File: src/hw/cache_addr_pkg.sv
/* Cache address geometry: set, tag, way and word widths,
   requester id types and the line number union */

package cache_addr_pkg;

    // Line number is tag above set
    localparam int unsigned CACHE_SET_W = 6;
    localparam int unsigned CACHE_TAG_W = 8;
    localparam int unsigned NLINE_W     = CACHE_TAG_W + CACHE_SET_W;

    // 4-way cache, 8 words per line
    localparam int unsigned CACHE_WAY_W = 2;
    localparam int unsigned WORD_W      = 3;

    // Requester identifiers
    localparam int unsigned REQ_TID_W = 4;
    localparam int unsigned REQ_SID_W = 2;

    typedef logic [CACHE_SET_W-1:0] cache_set_t;
    typedef logic [CACHE_TAG_W-1:0] cache_tag_t;
    typedef logic [CACHE_WAY_W-1:0] cache_way_t;
    typedef logic [WORD_W-1:0]      word_idx_t;
    typedef logic [REQ_TID_W-1:0]   req_tid_t;
    typedef logic [REQ_SID_W-1:0]   req_sid_t;

    // Split view of a line number
    typedef struct packed {
        cache_tag_t tag;
        cache_set_t set_idx;
    } nline_fields_t;

    // Same 14 bits, seen whole or as tag and set
    typedef union packed {
        logic [NLINE_W-1:0] raw;
        nline_fields_t      fields;
    } nline_u;

endpackage
File: src/hw/mshr_pkg.sv
/* MSHR organization: sets, ways, index types and the entry record */

package mshr_pkg;

    // 4 sets of 2 ways, 8 outstanding misses
    localparam int unsigned MSHR_SETS    = 4;
    localparam int unsigned MSHR_WAYS    = 2;
    localparam int unsigned MSHR_SET_W   = $clog2(MSHR_SETS);
    localparam int unsigned MSHR_WAY_W   = $clog2(MSHR_WAYS);
    localparam int unsigned MSHR_ENTRIES = MSHR_SETS * MSHR_WAYS;

    // MSHR set is the low MSHR_SET_W bits of the cache set
    typedef logic [MSHR_SET_W-1:0] mshr_set_t;
    typedef logic [MSHR_WAY_W-1:0] mshr_way_t;

    // Record stored per outstanding miss. The cache set itself
    // lives in flops next to the valid bits
    typedef struct packed {
        cache_addr_pkg::cache_tag_t tag;
        cache_addr_pkg::req_tid_t   req_id;
        cache_addr_pkg::req_sid_t   src_id;
        cache_addr_pkg::word_idx_t  word_idx;
        cache_addr_pkg::cache_way_t victim_way;
        logic                       wback;
        logic                       need_rsp;
        logic                       is_prefetch;
    } mshr_entry_t;

    // One memory row holds MSHR_WAYS entries side by side
    localparam int unsigned MSHR_ENTRY_W = $bits(mshr_entry_t);

endpackage

File: src/hw/mshr_top.sv
/* MSHR subsystem boundary around the MSHR instance */

`timescale 1ns/1ps

module mshr_top (
    input  logic                        clk_i,
    input  logic                        rst_ni,

    output logic                        empty_o,
    output logic                        full_o,

    input  logic                        check_i,
    input  cache_addr_pkg::nline_u      check_nline_i,
    output logic                        hit_o,

    input  logic                        alloc_i,
    input  cache_addr_pkg::nline_u      alloc_nline_i,
    input  cache_addr_pkg::req_tid_t    alloc_req_id_i,
    input  cache_addr_pkg::req_sid_t    alloc_src_id_i,
    input  cache_addr_pkg::word_idx_t   alloc_word_i,
    input  cache_addr_pkg::cache_way_t  alloc_victim_way_i,
    input  logic                        alloc_need_rsp_i,
    input  logic                        alloc_is_prefetch_i,
    input  logic                        alloc_wback_i,
    output logic                        alloc_full_o,
    output mshr_pkg::mshr_way_t         alloc_way_o,

    input  logic                        ack_i,
    input  mshr_pkg::mshr_set_t         ack_set_i,
    input  mshr_pkg::mshr_way_t         ack_way_i,
    output cache_addr_pkg::req_tid_t    ack_req_id_o,
    output cache_addr_pkg::req_sid_t    ack_src_id_o,
    output cache_addr_pkg::cache_set_t  ack_cache_set_o,
    output cache_addr_pkg::cache_tag_t  ack_cache_tag_o,
    output cache_addr_pkg::cache_way_t  ack_cache_way_o,
    output cache_addr_pkg::word_idx_t   ack_word_o,
    output logic                        ack_need_rsp_o,
    output logic                        ack_is_prefetch_o,
    output logic                        ack_wback_o
);

    mshr u_mshr (
        .clk_i               (clk_i),
        .rst_ni              (rst_ni),
        .empty_o             (empty_o),
        .full_o              (full_o),
        .check_i             (check_i),
        .check_nline_i       (check_nline_i),
        .hit_o               (hit_o),
        .alloc_i             (alloc_i),
        .alloc_nline_i       (alloc_nline_i),
        .alloc_req_id_i      (alloc_req_id_i),
        .alloc_src_id_i      (alloc_src_id_i),
        .alloc_word_i        (alloc_word_i),
        .alloc_victim_way_i  (alloc_victim_way_i),
        .alloc_need_rsp_i    (alloc_need_rsp_i),
        .alloc_is_prefetch_i (alloc_is_prefetch_i),
        .alloc_wback_i       (alloc_wback_i),
        .alloc_full_o        (alloc_full_o),
        .alloc_way_o         (alloc_way_o),
        .ack_i               (ack_i),
        .ack_set_i           (ack_set_i),
        .ack_way_i           (ack_way_i),
        .ack_req_id_o        (ack_req_id_o),
        .ack_src_id_o        (ack_src_id_o),
        .ack_cache_set_o     (ack_cache_set_o),
        .ack_cache_tag_o     (ack_cache_tag_o),
        .ack_cache_way_o     (ack_cache_way_o),
        .ack_word_o          (ack_word_o),
        .ack_need_rsp_o      (ack_need_rsp_o),
        .ack_is_prefetch_o   (ack_is_prefetch_o),
        .ack_wback_o         (ack_wback_o)
    );

endmodule

File: src/hw/mshr.sv
/* MSHR control: lowest free way search, hit detection on the
   registered check, valid and cache-set flops, entry memory */

`timescale 1ns/1ps

module mshr (
    input  logic                        clk_i,
    input  logic                        rst_ni,

    output logic                        empty_o,
    output logic                        full_o,

    // Check
    input  logic                        check_i,
    input  cache_addr_pkg::nline_u      check_nline_i,
    output logic                        hit_o,

    // Allocate
    input  logic                        alloc_i,
    input  cache_addr_pkg::nline_u      alloc_nline_i,
    input  cache_addr_pkg::req_tid_t    alloc_req_id_i,
    input  cache_addr_pkg::req_sid_t    alloc_src_id_i,
    input  cache_addr_pkg::word_idx_t   alloc_word_i,
    input  cache_addr_pkg::cache_way_t  alloc_victim_way_i,
    input  logic                        alloc_need_rsp_i,
    input  logic                        alloc_is_prefetch_i,
    input  logic                        alloc_wback_i,
    output logic                        alloc_full_o,
    output mshr_pkg::mshr_way_t         alloc_way_o,

    // Acknowledge
    input  logic                        ack_i,
    input  mshr_pkg::mshr_set_t         ack_set_i,
    input  mshr_pkg::mshr_way_t         ack_way_i,
    output cache_addr_pkg::req_tid_t    ack_req_id_o,
    output cache_addr_pkg::req_sid_t    ack_src_id_o,
    output cache_addr_pkg::cache_set_t  ack_cache_set_o,
    output cache_addr_pkg::cache_tag_t  ack_cache_tag_o,
    output cache_addr_pkg::cache_way_t  ack_cache_way_o,
    output cache_addr_pkg::word_idx_t   ack_word_o,
    output logic                        ack_need_rsp_o,
    output logic                        ack_is_prefetch_o,
    output logic                        ack_wback_o
);
    import cache_addr_pkg::*;
    import mshr_pkg::*;

    // Entry state, indexed [way][set]
    logic [MSHR_WAYS-1:0][MSHR_SETS-1:0] valid_q;
    logic [MSHR_ENTRIES-1:0]              valid_flat;
    cache_set_t                           cache_set_q [MSHR_WAYS][MSHR_SETS];

    // Check operation, registered for the compare in the next cycle
    logic       check_op;
    mshr_set_t  check_set;
    mshr_set_t  check_set_q;
    cache_set_t check_cache_set_q;
    cache_tag_t check_tag_q;
    logic [MSHR_WAYS-1:0] hit_way;

    mshr_set_t  alloc_set;
    mshr_way_t  ack_way_q;
    cache_set_t ack_cache_set_q;

    // Entry memory side
    logic                              mem_cs;
    mshr_set_t                         mem_addr;
    mshr_entry_t                       alloc_entry;
    logic [MSHR_WAYS*MSHR_ENTRY_W-1:0] mem_wmask;
    logic [MSHR_WAYS*MSHR_ENTRY_W-1:0] mem_wdata;
    logic [MSHR_WAYS*MSHR_ENTRY_W-1:0] mem_rdata;
    mshr_entry_t [MSHR_WAYS-1:0]       mem_rentry;

    // Allocation wins over a check in the same cycle
    assign check_op  = check_i & ~alloc_i;
    assign check_set = check_nline_i.fields.set_idx[MSHR_SET_W-1:0];
    assign alloc_set = alloc_nline_i.fields.set_idx[MSHR_SET_W-1:0];
    assign check_set_q = check_cache_set_q[MSHR_SET_W-1:0];

    // Lowest free way of the allocated set
    always_comb begin
        alloc_way_o = '0;
        for (int w = MSHR_WAYS - 1; w >= 0; w--) begin
            if (!valid_q[w][alloc_set]) begin
                alloc_way_o = mshr_way_t'(w);
            end
        end
    end

    // Full when no way of the checked set is free
    always_comb begin
        alloc_full_o = 1'b1;
        for (int w = 0; w < MSHR_WAYS; w++) begin
            if (!valid_q[w][check_set_q]) begin
                alloc_full_o = 1'b0;
            end
        end
    end

    // Hit needs the full cache set and the tag to match
    always_comb begin
        for (int w = 0; w < MSHR_WAYS; w++) begin
            hit_way[w] = valid_q[w][check_set_q]
                      && (cache_set_q[w][check_set_q] == check_cache_set_q)
                      && (mem_rentry[w].tag == check_tag_q);
        end
    end

    assign hit_o = |hit_way;

    assign valid_flat = valid_q;
    assign empty_o    = ~|valid_flat;
    assign full_o     = &valid_flat;

    always_ff @(posedge clk_i or negedge rst_ni) begin
        if (!rst_ni) begin
            valid_q           <= '0;
            check_cache_set_q <= '0;
            check_tag_q       <= '0;
            ack_way_q         <= '0;
        end else begin
            if (alloc_i) begin
                valid_q[alloc_way_o][alloc_set] <= 1'b1;
            end
            if (ack_i) begin
                valid_q[ack_way_i][ack_set_i] <= 1'b0;
                ack_way_q                     <= ack_way_i;
            end
            if (check_op) begin
                check_cache_set_q <= check_nline_i.fields.set_idx;
                check_tag_q       <= check_nline_i.fields.tag;
            end
        end
    end

    // Full cache set of each entry, and the one handed back on ack
    always_ff @(posedge clk_i) begin
        if (alloc_i) begin
            cache_set_q[alloc_way_o][alloc_set] <= alloc_nline_i.fields.set_idx;
        end
        if (ack_i) begin
            ack_cache_set_q <= cache_set_q[ack_way_i][ack_set_i];
        end
    end

    // Payload record for the allocated way
    always_comb begin
        alloc_entry.tag         = alloc_nline_i.fields.tag;
        alloc_entry.req_id      = alloc_req_id_i;
        alloc_entry.src_id      = alloc_src_id_i;
        alloc_entry.word_idx    = alloc_word_i;
        alloc_entry.victim_way  = alloc_victim_way_i;
        alloc_entry.wback       = alloc_wback_i;
        alloc_entry.need_rsp    = alloc_need_rsp_i;
        alloc_entry.is_prefetch = alloc_is_prefetch_i;
    end

    // Same record in every slice, mask picks the way
    assign mem_wdata = {MSHR_WAYS{alloc_entry}};

    always_comb begin
        for (int w = 0; w < MSHR_WAYS; w++) begin
            mem_wmask[w*MSHR_ENTRY_W +: MSHR_ENTRY_W] =
                {MSHR_ENTRY_W{alloc_way_o == mshr_way_t'(w)}};
        end
    end

    // Ack first, then alloc, then check
    assign mem_cs   = check_i | alloc_i | ack_i;
    assign mem_addr = ack_i ? ack_set_i : (alloc_i ? alloc_set : check_set);

    mshr_sram_1rw u_sram (
        .clk_i   (clk_i),
        .cs_i    (mem_cs),
        .we_i    (alloc_i),
        .addr_i  (mem_addr),
        .wmask_i (mem_wmask),
        .wdata_i (mem_wdata),
        .rdata_o (mem_rdata)
    );

    assign mem_rentry = mem_rdata;

    // Acknowledged record, one cycle after ack_i
    assign ack_req_id_o      = mem_rentry[ack_way_q].req_id;
    assign ack_src_id_o      = mem_rentry[ack_way_q].src_id;
    assign ack_cache_set_o   = ack_cache_set_q;
    assign ack_cache_tag_o   = mem_rentry[ack_way_q].tag;
    assign ack_cache_way_o   = mem_rentry[ack_way_q].victim_way;
    assign ack_word_o        = mem_rentry[ack_way_q].word_idx;
    assign ack_need_rsp_o    = mem_rentry[ack_way_q].need_rsp;
    assign ack_is_prefetch_o = mem_rentry[ack_way_q].is_prefetch;
    assign ack_wback_o       = mem_rentry[ack_way_q].wback;

endmodule

File: src/hw/mshr_sram_1rw.sv
/* Single-port MSHR entry memory, one row per MSHR set,
   bit-masked write and registered read */

`timescale 1ns/1ps

module mshr_sram_1rw (
    input  logic                                                    clk_i,
    input  logic                                                    cs_i,
    input  logic                                                    we_i,
    input  mshr_pkg::mshr_set_t                                     addr_i,
    input  logic [mshr_pkg::MSHR_WAYS*mshr_pkg::MSHR_ENTRY_W-1:0]   wmask_i,
    input  logic [mshr_pkg::MSHR_WAYS*mshr_pkg::MSHR_ENTRY_W-1:0]   wdata_i,
    output logic [mshr_pkg::MSHR_WAYS*mshr_pkg::MSHR_ENTRY_W-1:0]   rdata_o
);
    import mshr_pkg::*;

    logic [MSHR_WAYS*MSHR_ENTRY_W-1:0] mem_q [MSHR_SETS];

    // Write keeps unmasked bits, read returns the row before the write
    always_ff @(posedge clk_i) begin
        if (cs_i) begin
            if (we_i) begin
                mem_q[addr_i] <= (mem_q[addr_i] & ~wmask_i) | (wdata_i & wmask_i);
            end
            rdata_o <= mem_q[addr_i];
        end
    end

endmodule

File: config.mk
export PLATFORM = sky130hd
export DESIGN_NAME = mshr_top
export DESIGN_NICKNAME = d
export VERILOG_FILES = /design/src/hw/cache_addr_pkg.sv /design/src/hw/mshr_pkg.sv /design/src/hw/mshr_top.sv /design/src/hw/mshr.sv /design/src/hw/mshr_sram_1rw.sv
export SDC_FILE = /design/constraint.sdc
export NUM_CORES = 1
export LEC_CHECK = 0
export ABC_AREA = 0
export BUFFER_PORTS_ARGS = -buffer_cell sky130_fd_sc_hd__buf_2
export CORE_UTILIZATION = 65
export DETAILED_ROUTE_END_ITERATION = 10
export PLACE_DENSITY = 0.94
export SYNTH_ARGS = -nofsm -noshare
export SYNTH_HDL_FRONTEND = slang
export SYNTH_SLANG_ARGS = --single-unit
File: constraint.sdc
create_clock -name clk_i -period 3.4 [get_ports clk_i]
set_clock_uncertainty 0.15 [all_clocks]
set_input_delay 0 -clock clk_i [delete_from_list [all_inputs] [get_ports clk_i]]
set_output_delay 0 -clock clk_i [all_outputs]
set_load 0.02 [all_outputs]
==> results.cfg <==
[drt]
drt-wirelength-per-cell_um = 24.76
drtPass1Iterations = 5
drc = 0
drt_iter0_markers = 883
vias = 7584
drt-total-wl_um = 29050
ant_nets = 0
route.detailed.vias_per_inst = 6.465

[worst_setup_path]
crit_chain = mux4_2 > xnor2_1 > nand2_1 > o41ai_1 > buf_2
startpoint = u_mshr.check_cache_set_q[0]
arrival_ns = 2.90
worst-path-buf-inv = 1
cp_top_family = flip-flops
worstReg2RegEnd = u_mshr.u_sram.mem_q[3][8]
crit_path_end_kind = output pin
worstSetupPathType = flip-flop to output pin
cp-start-kind = flip-flop
crit_slowest_cell = dfrtp_1
crit_fanout = 19
reg2reg_depth = 7
r2r_start = u_mshr.valid_flat[2]
r2r_slack_ns = 0.71
required_ns = 3.25
critPathMaxStageDelay_ns = 0.97

[die]
start_util = 0.6611
ios = 83
std_cell_rows = 51
core_mm2 = 0.01946
design.die.area_mm2 = 0.02036
dieHeight_um = 142.7
fp.dieW_um = 142.7

[pwr]
leakagePower_nw = 5.562
ir_worst_vdd_v = 0.0005162
p_per_area_mw_per_mm2 = 633.4
p_total_mw = 9.499

[grt]
grt_max_degree = 91
grt_pass1_vias = 7829
grt.overflow.total = 0
antenna_found_initial = 0
grt_usage = 0.2942
grt_pass1_wl_um = 43970

[place]
dpl_cell_area_mm2 = 0.01341
dpl.hpwl_um = 16040
numPlacedInstances = 1062
gp_congestion = 0.8764
portBuffers = 82

[worst_hold_path]
hp-start = check_i
min_to = u_mshr.check_tag_q[2]
hold_depth = 4
holdCritPathClass = input port to flip-flop

[clocking]
tritoncts = built
h-tree-depth = 1
cts_resized = 0
clk_path_buf_depth = 3
cts_buffers = 29
clkLatencyLatePin_ns = 0.55
clockRootBuffer = clkbuf_16
cts.sinks = 297
clk_pin_slew_ns = 0.07

[finish]
final_common_cell = edfxtp_1
finalInstanceArea_mm2 = 0.01500
areaGrowthSynthToFinish_pct = 16.55
final_cells = 1173
antenna-diode-count = 0
drive_gt1_frac = 0.2632
layout_common_cells = 274 x edfxtp_1, 133 x mux2i_1, 82 x buf_2
nets = 936

[synth]
synthFlopType = edfxtp_1
synth_seq_area_share = 0.6842
syn_avg_cell_area_um2 = 17.27
synth-seq-cells = 297
yosysWarningCount = 0
syn-num-nets = 795
synth_edf_count = 274
async_reset_ff_frac = 0.07744
syn_inst = 745
syn-cell-area_mm2 = 0.01287
ys_types = 50

[run]
timing.max_cap.violations = 0

[sta]
fmax_mhz = 327.5
period_share = 0.8981
rsz0062_at_grt = false
fin_tns_setup_ns = 0
setup_viol = 0
tightest_slew_ns = 1.156
drv_slew = 0
slew_headroom = 0.2268
hold_viol = 0
period_needed_ns = 3.054

[run_status]
status = complete, no violations
worst max path at each step:
stage                                     end  slack [ns]  cells past startpoint
floorplan           u_mshr.u_sram.mem_q[1][0]       -0.02                      7
global route                            hit_o        0.26                      5
global placement    u_mshr.cache_set_q[1][11]        0.95                      5
CTS                                     hit_o        0.37                      5
finish                                  hit_o        0.35                      5
detailed placement   u_mshr.cache_set_q[1][8]        0.86                      5
layout make-up:
cell class | count | area (µm²)
repair buffers | 152 | 1094
well taps | 265 | 331.6
clock buffers | 37 | 795.8
inverters | 9 | 36.28
clock inverters | 16 | 212.7
fillers | 992 | 4467
flip-flops and latches | 297 | 8803
multi-input cells | 397 | 3722
worst min-delay path, delay by kind of cell:
| kind | cells | cell delay (ns) |
|---|---|---|
| and+or+nand+nor | 1 | 0.13 |
| buffers and inverters | 2 | 0.35 |
| muxes | 1 | 0.18 |
synth_stat cells (2+ instances only):
| library cell | number | area, µm² |
|---|---|---|
| a21oi_1 | 3 | 15.01 |
| a21oi_2 | 21 | 183.9 |
| a311oi_1 | 2 | 17.52 |
| a31oi_1 | 2 | 12.51 |
| buf_12 | 4 | 80.08 |
| buf_2 | 16 | 80.08 |
| buf_4 | 9 | 67.56 |
| buf_6 | 5 | 56.30 |
| buf_8 | 2 | 30.03 |
| clkbuf_1 | 6 | 22.52 |
| dfrtp_1 | 23 | 575.6 |
| edfxtp_1 | 274 | 8228 |
| inv_1 | 7 | 26.28 |
| mux2_2 | 36 | 405.4 |
| mux2_4 | 2 | 30.03 |
| mux2i_1 | 133 | 1331 |
| mux4_2 | 22 | 495.5 |
| nand2_1 | 47 | 176.4 |
| nand3_1 | 3 | 15.01 |
| nand4_1 | 4 | 25.02 |
| nor2_1 | 15 | 56.30 |
| nor2b_1 | 4 | 25.02 |
| nor3_1 | 3 | 15.01 |
| nor3b_1 | 2 | 15.01 |
| nor4_1 | 4 | 25.02 |
| o21ai_0 | 2 | 10.01 |
| o221ai_1 | 21 | 183.9 |
| o22a_1 | 2 | 17.52 |
| o2bb2ai_1 | 22 | 192.7 |
| o32a_1 | 6 | 60.06 |
| or4_1 | 2 | 15.01 |
| xnor2_1 | 2 | 17.52 |
| xor2_1 | 22 | 192.7 |
layer usage:
layer	track usage	wire, µm
met1	0.3825	11070
met2	0.4977	14690
met3	0.04628	2335
met4	0.1245	955
met5	0	0
power breakdown:
part / internal [mW] / total [mW] / switching (mW)
logic: 0.576 / 1.48 / 0.906
clock network: 1.97 / 3.36 / 1.38
registers: 4.47 / 4.66 / 0.194
kinds of logic after synthesis:
family,share of synthesized area
muxes,0.1776
and+or+nand+nor,0.03394
AOI/OAI and AO/OA,0.05893
buffers and inverters,0.02898
DFF,0.6842
xor gates and xnor gates,0.01634
stage by stage:
stage	hold slack, ns	util	worst slack [ns]
CTS	0.001903	0.7705	0.3689
floorplan	-0.4456	-	-0.01794
finish	0.02259	0.7705	0.3464
detailed placement	-0.1442	0.6888	0.8566
global route	0.03767	0.7705	0.2607
global placement	-0.1448	0.6888	0.9532
flip-flops by register name (all words and copies together), names as in the netlist:
signal                    flops
u_mshr.u_sram.rdata_o        44
u_mshr.ack_way_q              1
u_mshr.check_tag_q            8
u_mshr.valid_flat             8
u_mshr.ack_cache_set_o        6
u_mshr.check_cache_set_q      6
u_mshr.cache_set_q           48
u_mshr.u_sram.mem_q         176
what timing repair did:
| action | 4_1_cts | 5_1_grt |
|---|---|---|
| hold endpoints to repair | 310 | 0 |
| hold buffers | 58 | 0 |
| setup buffers | 0 | 0 |
No activity file was read; power rests on OpenSTA's default activity.
